--- src/logic/mipsPkg.sv ---
// widths, opcode and funct codes, instruction union, control struct, ALU op enum, port structs
package mipsPkg;

  // ======================================================================
  // core widths
  // ======================================================================
  localparam int dataWidth    = 32;
  localparam int regCount     = 32;
  localparam int regAddrWidth = 5;

  // jal destination
  localparam logic [regAddrWidth-1:0] linkReg = 5'd31;

  // ======================================================================
  // opcode field values
  // ======================================================================
  localparam logic [5:0] opR   = 6'd0;
  localparam logic [5:0] opJ   = 6'd2;
  localparam logic [5:0] opJal = 6'd3;
  localparam logic [5:0] opBeq = 6'd4;
  localparam logic [5:0] opLw  = 6'd35;
  localparam logic [5:0] opSw  = 6'd43;

  // funct field values, R-type only
  localparam logic [5:0] fnAdd = 6'h20;
  localparam logic [5:0] fnSub = 6'h22;
  localparam logic [5:0] fnAnd = 6'h24;
  localparam logic [5:0] fnOr  = 6'h25;
  localparam logic [5:0] fnSlt = 6'h2a;

  // ======================================================================
  // instruction word views
  // ======================================================================
  typedef struct packed {
    logic [5:0]              opcode;
    logic [regAddrWidth-1:0] rs;
    logic [regAddrWidth-1:0] rt;
    logic [regAddrWidth-1:0] rd;
    logic [4:0]              shamt;
    logic [5:0]              funct;
  } rType_t;

  typedef struct packed {
    logic [5:0]              opcode;
    logic [regAddrWidth-1:0] rs;
    logic [regAddrWidth-1:0] rt;
    logic [15:0]             imm16;
  } iType_t;

  typedef struct packed {
    logic [5:0]  opcode;
    logic [25:0] target26;
  } jType_t;

  // same 32 bits, three decodings
  typedef union packed {
    rType_t rFields;
    iType_t iFields;
    jType_t jFields;
  } instr_u;

  // ======================================================================
  // control and port bundles
  // ======================================================================
  typedef enum logic [2:0] {
    aluAdd,
    aluSub,
    aluAnd,
    aluOr,
    aluSlt,
    aluNone
  } aluOp_e;

  typedef struct packed {
    logic   regDst;    // dest is rd, else rt
    logic   aluSrc;    // operand b is immExt
    logic   memToReg;
    logic   regWrite;
    logic   memWrite;
    logic   branch;
    logic   jump;
    logic   link;      // jal, write pcPlus4 to linkReg
    aluOp_e aluOp;
  } ctrl_t;

  // register write-back, also the trace port
  typedef struct packed {
    logic                    valid;
    logic [regAddrWidth-1:0] addr;
    logic [dataWidth-1:0]    data;
  } wbTrace_t;

  // data memory request, word addressed
  typedef struct packed {
    logic                 wrEn;
    logic [dataWidth-3:0] addr;
    logic [dataWidth-1:0] wrData;
  } dmemReq_t;

endpackage

--- src/logic/decodeUnit.sv ---
// main control decode, R-type ALU operation decode and immediate sign extension
module decodeUnit import mipsPkg::*; (
  input  instr_u               instr,
  output ctrl_t                ctrl,
  output logic [dataWidth-1:0] immExt
);

  // ======================================================================
  // immediate
  // ======================================================================
  // lw, sw offset and beq displacement
  assign immExt = {{16{instr.iFields.imm16[15]}}, instr.iFields.imm16};

  // ======================================================================
  // control decode
  // ======================================================================
  always_comb begin
    // safe defaults, no side effects
    ctrl       = '0;
    ctrl.aluOp = aluNone;

    case (instr.rFields.opcode)
      opR: begin
        ctrl.regDst   = 1'b1;
        ctrl.regWrite = 1'b1;
        // funct picks the operation
        case (instr.rFields.funct)
          fnAdd:   ctrl.aluOp = aluAdd;
          fnSub:   ctrl.aluOp = aluSub;
          fnAnd:   ctrl.aluOp = aluAnd;
          fnOr:    ctrl.aluOp = aluOr;
          fnSlt:   ctrl.aluOp = aluSlt;
          default: begin
            // unsupported funct, behaves as a no-op
            ctrl.aluOp    = aluNone;
            ctrl.regWrite = 1'b0;
          end
        endcase
      end

      opLw: begin
        ctrl.aluSrc   = 1'b1;
        ctrl.memToReg = 1'b1;
        ctrl.regWrite = 1'b1;
        ctrl.aluOp    = aluAdd;
      end

      opSw: begin
        ctrl.aluSrc   = 1'b1;
        ctrl.memWrite = 1'b1;
        ctrl.aluOp    = aluAdd;
      end

      // compare via subtract, zero means equal
      opBeq: begin
        ctrl.branch = 1'b1;
        ctrl.aluOp  = aluSub;
      end

      opJ: begin
        ctrl.jump = 1'b1;
      end

      // link write, no ALU use
      opJal: begin
        ctrl.jump     = 1'b1;
        ctrl.link     = 1'b1;
        ctrl.regWrite = 1'b1;
      end

      default: begin
        // unknown opcode keeps the defaults
        ctrl.regWrite = 1'b0;
        ctrl.memWrite = 1'b0;
      end
    endcase
  end

endmodule

--- src/logic/execUnit.sv ---
// ALU, branch compare, data memory request and write-back select
module execUnit import mipsPkg::*; (
  input  ctrl_t                ctrl,
  input  instr_u               instr,
  input  logic [dataWidth-1:0] rsData,
  input  logic [dataWidth-1:0] rtData,
  input  logic [dataWidth-1:0] immExt,
  input  logic [dataWidth-1:0] pcPlus4,
  input  logic [dataWidth-1:0] dmemRdData,
  output dmemReq_t             dmemReq,
  output wbTrace_t             wb,
  output logic                 branchTaken
);

  logic [dataWidth-1:0] opB;
  logic [dataWidth-1:0] aluResult;
  logic                 aluZero;

  // ======================================================================
  // ALU
  // ======================================================================
  assign opB = ctrl.aluSrc ? immExt : rtData;

  always_comb begin
    case (ctrl.aluOp)
      aluAdd:  aluResult = rsData + opB;
      aluSub:  aluResult = rsData - opB;
      aluAnd:  aluResult = rsData & opB;
      aluOr:   aluResult = rsData | opB;
      // signed compare
      aluSlt:  aluResult = {{(dataWidth-1){1'b0}}, $signed(rsData) < $signed(opB)};
      default: aluResult = '0;
    endcase
  end

  assign aluZero = (aluResult == '0);

  // beq only, sub of rs and rt
  assign branchTaken = ctrl.branch && aluZero;

  // ======================================================================
  // data memory
  // ======================================================================
  // byte address dropped to word address
  assign dmemReq.wrEn   = ctrl.memWrite;
  assign dmemReq.addr   = aluResult[dataWidth-1:2];
  assign dmemReq.wrData = rtData;

  // ======================================================================
  // write-back
  // ======================================================================
  assign wb.valid = ctrl.regWrite;

  // link beats regDst
  always_comb begin
    if (ctrl.link) begin
      wb.addr = linkReg;
    end else if (ctrl.regDst) begin
      wb.addr = instr.rFields.rd;
    end else begin
      wb.addr = instr.iFields.rt;
    end
  end

  // jal returns to the next instruction
  assign wb.data = ctrl.link     ? pcPlus4    :
                   ctrl.memToReg ? dmemRdData : aluResult;

endmodule

--- src/logic/fetchUnit.sv ---
// program counter register with sequential, branch and jump next-address selection
module fetchUnit import mipsPkg::*; (
  input  logic                 clk,
  input  logic                 rst,
  input  ctrl_t                ctrl,
  input  logic                 branchTaken,
  input  instr_u               instr,
  output logic [dataWidth-1:0] pc,
  output logic [dataWidth-1:0] pcPlus4
);

  // ======================================================================
  // next address candidates
  // ======================================================================
  logic [dataWidth-1:0] branchOffset;
  logic [dataWidth-1:0] branchTarget;
  logic [dataWidth-1:0] jumpTarget;
  logic [dataWidth-1:0] pcNext;

  assign pcPlus4 = pc + 32'd4;

  // word offset, sign extended then times four
  assign branchOffset = {{14{instr.iFields.imm16[15]}}, instr.iFields.imm16, 2'b00};
  assign branchTarget = pcPlus4 + branchOffset;

  // pseudo-direct, region from pc+4
  assign jumpTarget = {pcPlus4[dataWidth-1:28], instr.jFields.target26, 2'b00};

  // jump wins over branch
  // decode never sets both anyway
  always_comb begin
    if (ctrl.jump) begin
      pcNext = jumpTarget;
    end else if (branchTaken) begin
      pcNext = branchTarget;
    end else begin
      pcNext = pcPlus4;
    end
  end

  // ======================================================================
  // pc register
  // ======================================================================
  // advances every edge, no stalls
  always_ff @(posedge clk or negedge rst) begin
    if (!rst) begin
      pc <= '0;
    end else begin
      pc <= pcNext;
    end
  end

endmodule

--- src/logic/mipsCore.sv ---
// single-cycle core top, fetch, decode, register file and execute wiring
module mipsCore import mipsPkg::*; (
  input  logic                 clk,
  input  logic                 rst,
  output logic [dataWidth-1:0] instrAddr,
  input  instr_u               instr,
  output dmemReq_t             dmemReq,
  input  logic [dataWidth-1:0] dmemRdData,
  output wbTrace_t             wbTrace
);

  // ======================================================================
  // internal nets
  // ======================================================================
  ctrl_t                ctrl;
  logic [dataWidth-1:0] pcPlus4;
  logic [dataWidth-1:0] immExt;
  logic [dataWidth-1:0] rsData;
  logic [dataWidth-1:0] rtData;
  logic                 branchTaken;
  dmemReq_t             execReq;
  wbTrace_t             execWb;

  // ======================================================================
  // fetch
  // ======================================================================
  fetchUnit i_fetch (
    .clk         (clk),
    .rst         (rst),
    .ctrl        (ctrl),
    .branchTaken (branchTaken),
    .instr       (instr),
    .pc          (instrAddr),
    .pcPlus4     (pcPlus4)
  );

  // ======================================================================
  // decode and operands
  // ======================================================================
  decodeUnit i_decode (
    .instr  (instr),
    .ctrl   (ctrl),
    .immExt (immExt)
  );

  // write triple comes back from the reset-gated trace
  regFile i_regFile (
    .clk    (clk),
    .rst    (rst),
    .rsAddr (instr.rFields.rs),
    .rtAddr (instr.rFields.rt),
    .wrEn   (wbTrace.valid),
    .wrAddr (wbTrace.addr),
    .wrData (wbTrace.data),
    .rsData (rsData),
    .rtData (rtData)
  );

  // ======================================================================
  // execute
  // ======================================================================
  execUnit i_exec (
    .ctrl        (ctrl),
    .instr       (instr),
    .rsData      (rsData),
    .rtData      (rtData),
    .immExt      (immExt),
    .pcPlus4     (pcPlus4),
    .dmemRdData  (dmemRdData),
    .dmemReq     (execReq),
    .wb          (execWb),
    .branchTaken (branchTaken)
  );

  // no writes leave the core while rst is low
  always_comb begin
    dmemReq       = execReq;
    dmemReq.wrEn  = execReq.wrEn & rst;
    wbTrace       = execWb;
    wbTrace.valid = execWb.valid & rst;
  end

endmodule

--- src/logic/regFile.sv ---
// 32 x 32 register file, two combinational read ports, one write port, r0 tied to zero
module regFile import mipsPkg::*; (
  input  logic                    clk,
  input  logic                    rst,
  input  logic [regAddrWidth-1:0] rsAddr,
  input  logic [regAddrWidth-1:0] rtAddr,
  input  logic                    wrEn,
  input  logic [regAddrWidth-1:0] wrAddr,
  input  logic [dataWidth-1:0]    wrData,
  output logic [dataWidth-1:0]    rsData,
  output logic [dataWidth-1:0]    rtData
);

  logic [dataWidth-1:0] regs [regCount];

  // ======================================================================
  // write port
  // ======================================================================
  // whole array cleared on reset
  always_ff @(posedge clk or negedge rst) begin
    if (!rst) begin
      for (int k = 0; k < regCount; k++) begin
        regs[k] <= '0;
      end
    end else if (wrEn && (wrAddr != '0)) begin
      // r0 never written
      regs[wrAddr] <= wrData;
    end
  end

  // ======================================================================
  // read ports
  // ======================================================================
  // same-cycle write not forwarded, single-cycle core reads before the edge
  assign rsData = (rsAddr == '0) ? '0 : regs[rsAddr];
  assign rtData = (rtAddr == '0) ? '0 : regs[rtAddr];

endmodule

--- config.mk ---
export PLATFORM = sky130hd
export DESIGN_NAME = mipsCore
export DESIGN_NICKNAME = d
export VERILOG_FILES = /design/src/logic/mipsPkg.sv /design/src/logic/decodeUnit.sv /design/src/logic/execUnit.sv /design/src/logic/fetchUnit.sv /design/src/logic/mipsCore.sv /design/src/logic/regFile.sv
export SDC_FILE = /design/constraint.sdc
export NUM_CORES = 2
export LEC_CHECK = 0
export BUFFER_PORTS_ARGS = -buffer_cell sky130_fd_sc_hd__buf_2
export CORE_ASPECT_RATIO = 0.8
export CORE_MARGIN = 2
export CORE_UTILIZATION = 60
export CTS_CLUSTER_DIAMETER = 120
export DETAILED_ROUTE_END_ITERATION = 10
export PLACE_DENSITY = 0.77
export SYNTH_ARGS = -nofsm -noshare
export SYNTH_HDL_FRONTEND = slang
export SYNTH_HIERARCHICAL = 1
export SYNTH_SLANG_ARGS = --single-unit
--- constraint.sdc ---
create_clock -name clk -period 13.53 [get_ports clk]
set_clock_uncertainty 0.05 [all_clocks]
set_input_delay 0.6765 -clock clk [delete_from_list [all_inputs] [get_ports clk]]
set_output_delay 0.6765 -clock clk [all_outputs]
set_load 0.01 [all_outputs]
After elaboration in Yosys (flattened, before gate mapping)
Index checks and enable logic that the tools add are counted.

$add $sub $neg: 4. Multiply operators: 0. Divide/modulo/power cells: 0. $lt $le $gt $ge: 5. Equal/unequal tests: 14. Shift operators: 0. Multiplexer cells: 30. Bitwise logic cells: 7. Reductions and logical operators: 13.

Operators by type and width (number): $bwmux 1024 (1); $mux 32 (12); $bmux 32 s5 (2); $demux 32 s5 (1); $pmux 32 s5 (1); $add 32x32->32 (2); $eq 6x6->1 const B (7); $add 32x3->32 const B (1); $and 32x32->32 (1); $logic_not 32->1 (1); $lt 32x32->1 (1); $or 32x32->32 (1); $sub 32x32->32 (1); $ge 6x6->1 const B (3); $not 5->6 (3); $pmux 3 s5 (1); $eq 6x2->1 const B (2); $logic_not 5->1 (2); $mux 5 (2); $pmux 3 s3 (1); $mux 1 (8); $eq 3x2->1 const B (2); $eq 6x3->1 const B (1); $logic_not 6->1 (1); 10 further kinds (15).

Register bits: 1056. Bits in latches: 0. Bits in writable memories: 0. Memory bits (read-only): 0. Word-level logic and storage cells: 106. Memories kept: 0.

Longest topological paths before layout
Depth in word-level cells: 12. Gate-level depth with buffers: 28. Gate-level depth less buffers: 25.

By module
The synthesis kept the hierarchy.

Modules (own cells, without submodules): regFile (times used 1, cells an instance 3621, area an instance 54369.6 um2, seq. area each 25624.6 um2); execUnit (times used 1, cells an instance 989, area an instance 6595.1 um2, seq. area each 0.0 um2); fetchUnit (times used 1, cells an instance 482, area an instance 3801.1 um2, seq. area each 750.7 um2); decodeUnit (times used 1, cells an instance 60, area an instance 410.4 um2, seq. area each 0.0 um2); mipsCore (times used 1, cells an instance 2, area an instance 12.5 um2, seq. area each 0.0 um2).

Worst setup path before layout
Ideal clock, no wire load.

Path kind: input-to-reg. From: input port instr[17] (netlist name). To: register i_fetch.pc[18]. Setup time: 0.146 ns. Data arrival time: 6.354 ns. Data required time: 13.334 ns. Setup slack: 6.980 ns. Stages: 26. Buffers on the path: 4. Cells stage by stage: buf_2 > buf_2 > mux4_2 > mux2_2 > o21ai_0 > a311oi_1 > mux2i_1 > inv_1 > ha_1 > fa_1 > nor3b_2 > o311ai_4 > a2111oi_4 > or2_4 > o221a_1 > o22ai_1 > or4_1 > nor4_1 > and4bb_1 > nand4_1 > nor3_2 > clkbuf_1 > buf_1 > nand2_1 > o32ai_1 > a221oi_1.

RTL lines: start: declaration (line mipsCore.sv:6) `input instr_u instr,`; end signal: assignment (line fetchUnit.sv:49) `pc <= pcNext;`; end: declaration (line fetchUnit.sv:8) `output logic [dataWidth-1:0] pc,`.

Worst setup path after layout
From: input port instr[16] (netlist name). To: register i_fetch.pc[31].

Cells in the longest elaborated chain, start to end: 12. Elaborated cells between the ends (all ways): 17. Classes of those cells: 2 x add/sub; 1 x order compare; 8 x mux; 3 x bitwise; 3 x reduce/logical.

Ends and longest elaborated chain: $not 5->6 (implied by the code) (line regFile.sv:36) `assign rtData = (rtAddr == '0) ? '0 : regs[rtAddr];`; $bmux 32 s5 (line regFile.sv:36); $mux 32 (implied by the code) (2 in series) (line regFile.sv:36); $mux 32 (*) (line regFile.sv:36); $mux 32 (*) (line execUnit.sv:22) `assign opB = ctrl.aluSrc ? immExt : rtData;`; $sub 32x32->32 (tied with other cells) (line execUnit.sv:27) `aluSub: aluResult = rsData - opB;`; $pmux 32 s5 (*) (line execUnit.sv:25) `case (ctrl.aluOp)`; $logic_not 32->1 (*) (line execUnit.sv:36) `assign aluZero = (aluResult == '0);`; $logic_and 1x1->1 (*) (line execUnit.sv:39) `assign branchTaken = ctrl.branch && aluZero;`; via branchTaken (line mipsCore.sv:20) `logic branchTaken;`; $mux 32 (*) (line fetchUnit.sv:34) `end else if (branchTaken) begin`; $mux 32 (*) (line fetchUnit.sv:32) `if (ctrl.jump) begin`; via i_fetch.pcNext[31] (line fetchUnit.sv:18) `logic [dataWidth-1:0] pcNext;`.

The timed path passes the listed nets; every way through them passes the cells marked *. The select of a mux whose other input is x is not followed. A chain may end at the register's enable or synchronous reset.

==> impl_results.rst <==
.. list-table::
   :header-rows: 1

   * - Metric
     - Value
   * - Status
     - complete, no violations
   * - Actual transition at the worst max-transition pin
     - around 1.5 ns
   * - Tmin final
     - about 9.4 ns
   * - Cell Pwr Density
     - 114 mW/mm^2
   * - Proportion of total power due to net switching
     - between 30% and 40%
   * - Avg Inst Size Synth
     - 12.6 um^2
   * - Portion of total power attributed to the clock network
     - roughly two fifths
   * - Grt peak-use layer
     - met2
   * - Flops & latches, synth
     - between 1000 and 1500
   * - Number of max-slew violations in the final report
     - 0
   * - Register-to-Register Path Depth
     - 25
   * - Endpoint arrival time on the critical path
     - between 9 and 10 ns
   * - Internal Dissipation
     - approximately 5.6 mW
   * - Asr flop ratio synth
     - 100%
   * - Combinational share of power
     - 18.6%
   * - Critical Path End Type
     - register
   * - End of the worst hold path
     - i_fetch/pc[12]$_DFF_PN0_
   * - Cts hold-fix bufs
     - 1
   * - Final critical-path share of the clock period
     - around 69%
   * - Initial antenna violation count
     - 9
   * - Number of clock sinks
     - about 1100
   * - Critical hold path startpoint
     - instr[10]
   * - Starting density of the core
     - approximately three fifths
   * - Largest cells by area after synthesis
     - dfrtp_1, mux2_2, mux4_2
   * - Root buf cell
     - clkbuf_16
   * - Final antenna-violating net count
     - 0
   * - Data required time of the worst path
     - approximately 14 ns
   * - DRT iter0 DRCs
     - 6428
   * - Residual DRC count
     - 0
   * - Aggregate global-route resource usage
     - 40.1%
   * - Number of enable-type register cells in the synthesized netlist
     - 0
   * - Area leader, netlist
     - dfrtp_1
   * - Sw power
     - 2.42 mW
   * - Leading register cell type out of synthesis
     - dfrtp_1
   * - Nets@finish
     - ~5200
   * - Floorplan die area
     - approximately 0.11 mm^2
   * - Aggregate negative setup slack
     - 0 ns
   * - Leakage
     - roughly 33 nW
   * - # setup viols final
     - 0
   * - Clock buffer depth
     - 3
   * - Overflow left after global routing
     - 0
   * - Capture instance of the worst register-to-register path
     - i_fetch/pc[31]$_DFF_PN0_
   * - Number of global-route vias before repair
     - 47900
   * - Vias after detailed routing
     - around 48000
   * - Type of the worst min-delay path
     - in -> reg
   * - Via density
     - roughly 7.4
   * - Gpl congestion
     - roughly 1.0
   * - Unrepaired setup endpoints after global routing
     - no
   * - Port bufs
     - ~200
   * - Number of gates given a new drive strength after cts
     - 0
   * - Clock transition at the register clock pins on the worst setup and hold paths after CTS
     - roughly 0.060 ns
   * - Clock latency of the later-clocked register in the worst-skew pair
     - approximately 0.76 ns
   * - Worst slack on hold paths
     - between 0.2 and 0.25 ns
   * - Sequential share of the synthesized area
     - between 40% and 50%
   * - YS warnings
     - 6
   * - Cell variety after synth
     - between 100 and 150
   * - Share of final-layout standard cells stronger than drive strength 1
     - 42.2%
   * - Register-to-register setup slack
     - about 5.6 ns
   * - Layout area overhead
     - 8.50%
   * - Critical path startpoint category
     - input port
   * - Area of the mapped netlist
     - approximately 0.065 mm^2
   * - Total core area
     - between 0.1 and 0.15 mm^2
   * - Final routed wirelength across all metal layers
     - between 200000 and 250000 um
   * - Worst Setup SP
     - instr[16]
   * - Number of standard-cell rows in the floorplan
     - 108
   * - Met2 capacity usage during global routing
     - 56.4%
   * - Sequential cell fraction of total power
     - 40.3%
   * - Max Fanout on Critical Path
     - 39
   * - Count of maximum capacitance violations
     - 0
   * - Reg-to-reg critical path startpoint
     - i_regFile/regs[936]$_DFFE_PN0P_
   * - Max frequency
     - 107 MHz
   * - Number of instances in the synthesized netlist
     - 5154
   * - Final Hold Viols
     - 0
   * - Global routing met1 resource utilization
     - 55.0%
   * - Total clock buffers created by CTS
     - ~110
   * - Total I/O pin count
     - roughly 200
   * - HPWL after detailed placement
     - 139000 um
   * - Depth of the worst hold-timing path
     - 3
   * - Maximum number of pins on one net before global-route repair
     - between 150 and 200
   * - First-pass detailed-route iteration total
     - 8
   * - Worst setup path category
     - in -> reg
   * - Horizontal extent of the die
     - 373 um
   * - TritonCTS clock tree
     - done
   * - Fraction of synthesized cell area taken by the top area cell type
     - around two fifths
   * - Met3 global-route usage
     - between 10% and 20%
   * - First-pass GRT wire length
     - around 330000 um
   * - Max-slew headroom at the worst pin
     - 2.05%
   * - Post-CTS setup buffers
     - 0
   * - Wire per inst
     - between 30 and 40 um
   * - Number of H-tree levels
     - 3
   * - Worst VDD drop
     - approximately 0.00011 V
   * - Chip Height
     - roughly 300 um
==> layer usage <==
| layer | part of all wire (%) | vias to the layer above |
|---|---|---|
| met2 | 42 | 3346 |
| met3 | 14 | 732 |
| met4 | 5.3 | 10 |
| li1 | - | 19300 |
| met1 | 38 | 24900 |
| met5 | 0.083 | - |
==> synth_stat cells, types with 34 or more instances <==
master / number
a21oi_1: 124
o21ai_0: 199
ha_1: 132
nand3_1: 41
mux4_2: 449
nor2b_1: 89
nor2_1: 113
mux2_2: 1052
clkbuf_1: 276
buf_2: 175
mux2i_1: 194
xnor2_1: 36
a21o_1: 34
nor3_1: 41
a22oi_1: 66
buf_4: 105
nand2_1: 194
a221oi_1: 49
a211oi_1: 83
inv_1: 119
a311oi_1: 71
dfrtp_1: 1054
==> placed cells by master, fill, tap and decap left out, types with 23 or more instances in the layout <==
master / count
a211oi_1: 83
a21o_1: 34
a21oi_1: 123
a221oi_1: 49
a22oi_1: 66
a311oi_1: 63
buf_2: 189
buf_4: 136
clkbuf_16: 108
clkbuf_8: 23
clkinv_2: 24
dfrtp_1: 1054
ha_1: 132
inv_1: 117
mux2_2: 1052
mux2i_1: 194
mux4_2: 449
nand2_1: 183
nand3_1: 40
nor2_1: 97
nor2b_1: 84
nor3_1: 40
o211ai_1: 27
o21ai_0: 169
o21ai_2: 30
xnor2_1: 36
==> area by class of cell <==
type / count / area [um^2]
antenna: 1 / 2.50
clock buffer: 140 / 3050
clock inverter: 59 / 897
fill: 7822 / 37400
inverter: 122 / 460
multi-input combinational: 3403 / 36000
sequential: 1054 / 26400
tap: 1430 / 1790
timing repair buffer: 340 / 2200
==> flip-flops by register name, summed over array words and instances (netlist names) <==
name,cells
i_fetch/pc,30
i_regFile/regs,1024
==> worst max-delay path: stages <==
cell,delay (ns)
buf_6,0.59
buf_4,0.78
nor2b_4,0.28
buf_4,0.37
nand2_1,0.12
o2111ai_1,0.11
a311oi_1,1.21
mux2i_1,0.31
ha_1,0.58
and4b_1,0.28
and3_1,0.16
a21boi_0,0.48
nand3_1,0.21
a311oi_1,0.55
o21ai_0,0.21
nand3_1,0.10
nand3_1,0.17
nor4_1,0.38
nand4_1,0.19
nor3_4,0.19
buf_4,0.34
inv_1,0.34
nor2_1,0.27
buf_4,0.23
nand2_1,0.06
or3b_1,0.38
o221ai_2,0.15
nor4_2,0.07
==> stage by stage <==
| stage | setup slack [ns] | utilization, % | cell area [um^2] | cells | power, mW |
|---|---|---|---|---|---|
| floorplan | 6.98 | - | 65200 | 5157 | 4.25 |
| global placement | 3.74 | 61.8 | 66800 | 6347 | 4.74 |
| detailed placement | 3.67 | 61.8 | 66800 | 6347 | 4.75 |
| CTS | 4.41 | 65.4 | 70700 | 6547 | 8.03 |
| global route | 3.70 | 65.4 | 70700 | 6548 | 8.32 |
| finish | 4.14 | 65.4 | 70700 | 6549 | 8.06 |
==> how the worst max path moves through the flow <==
stage | endpoint | slack, ns | cells after the start
2_1_floorplan | i_fetch/pc[18]$_DFF_PN0_ | 6.98 | 26
3_3_place_gp | i_fetch/pc[31]$_DFF_PN0_ | 3.74 | 28
3_5_place_dp | i_fetch/pc[31]$_DFF_PN0_ | 3.67 | 28
4_1_cts | i_fetch/pc[31]$_DFF_PN0_ | 4.41 | 27
5_1_grt | i_fetch/pc[31]$_DFF_PN0_ | 3.70 | 30
6_report | i_fetch/pc[31]$_DFF_PN0_ | 4.14 | 28
==> cells by family after synthesis <==
| logic type | synth area share [%] |
|---|---|
| other cells | 0.00575 |
| fa+ha+maj | 2.63 |
| buf+inv | 5.05 |
| flops | 40.5 |
| xor+xnor | 0.795 |
| simple gates | 5.25 |
| mux | 36.8 |
| compound gates | 8.98 |
==> power groups by stage <==
stage | logic, mW | clock network, mW | registers (mW)
2_1_floorplan | 0.941 | 0 | 3.31
3_5_place_dp | 1.45 | 0 | 3.30
4_1_cts | 1.46 | 3.33 | 3.25
3_3_place_gp | 1.44 | 0 | 3.30
6_report | 1.50 | 3.31 | 3.25
5_1_grt | 1.60 | 3.46 | 3.25
Note: power is estimated with default switching activity, not from simulation.
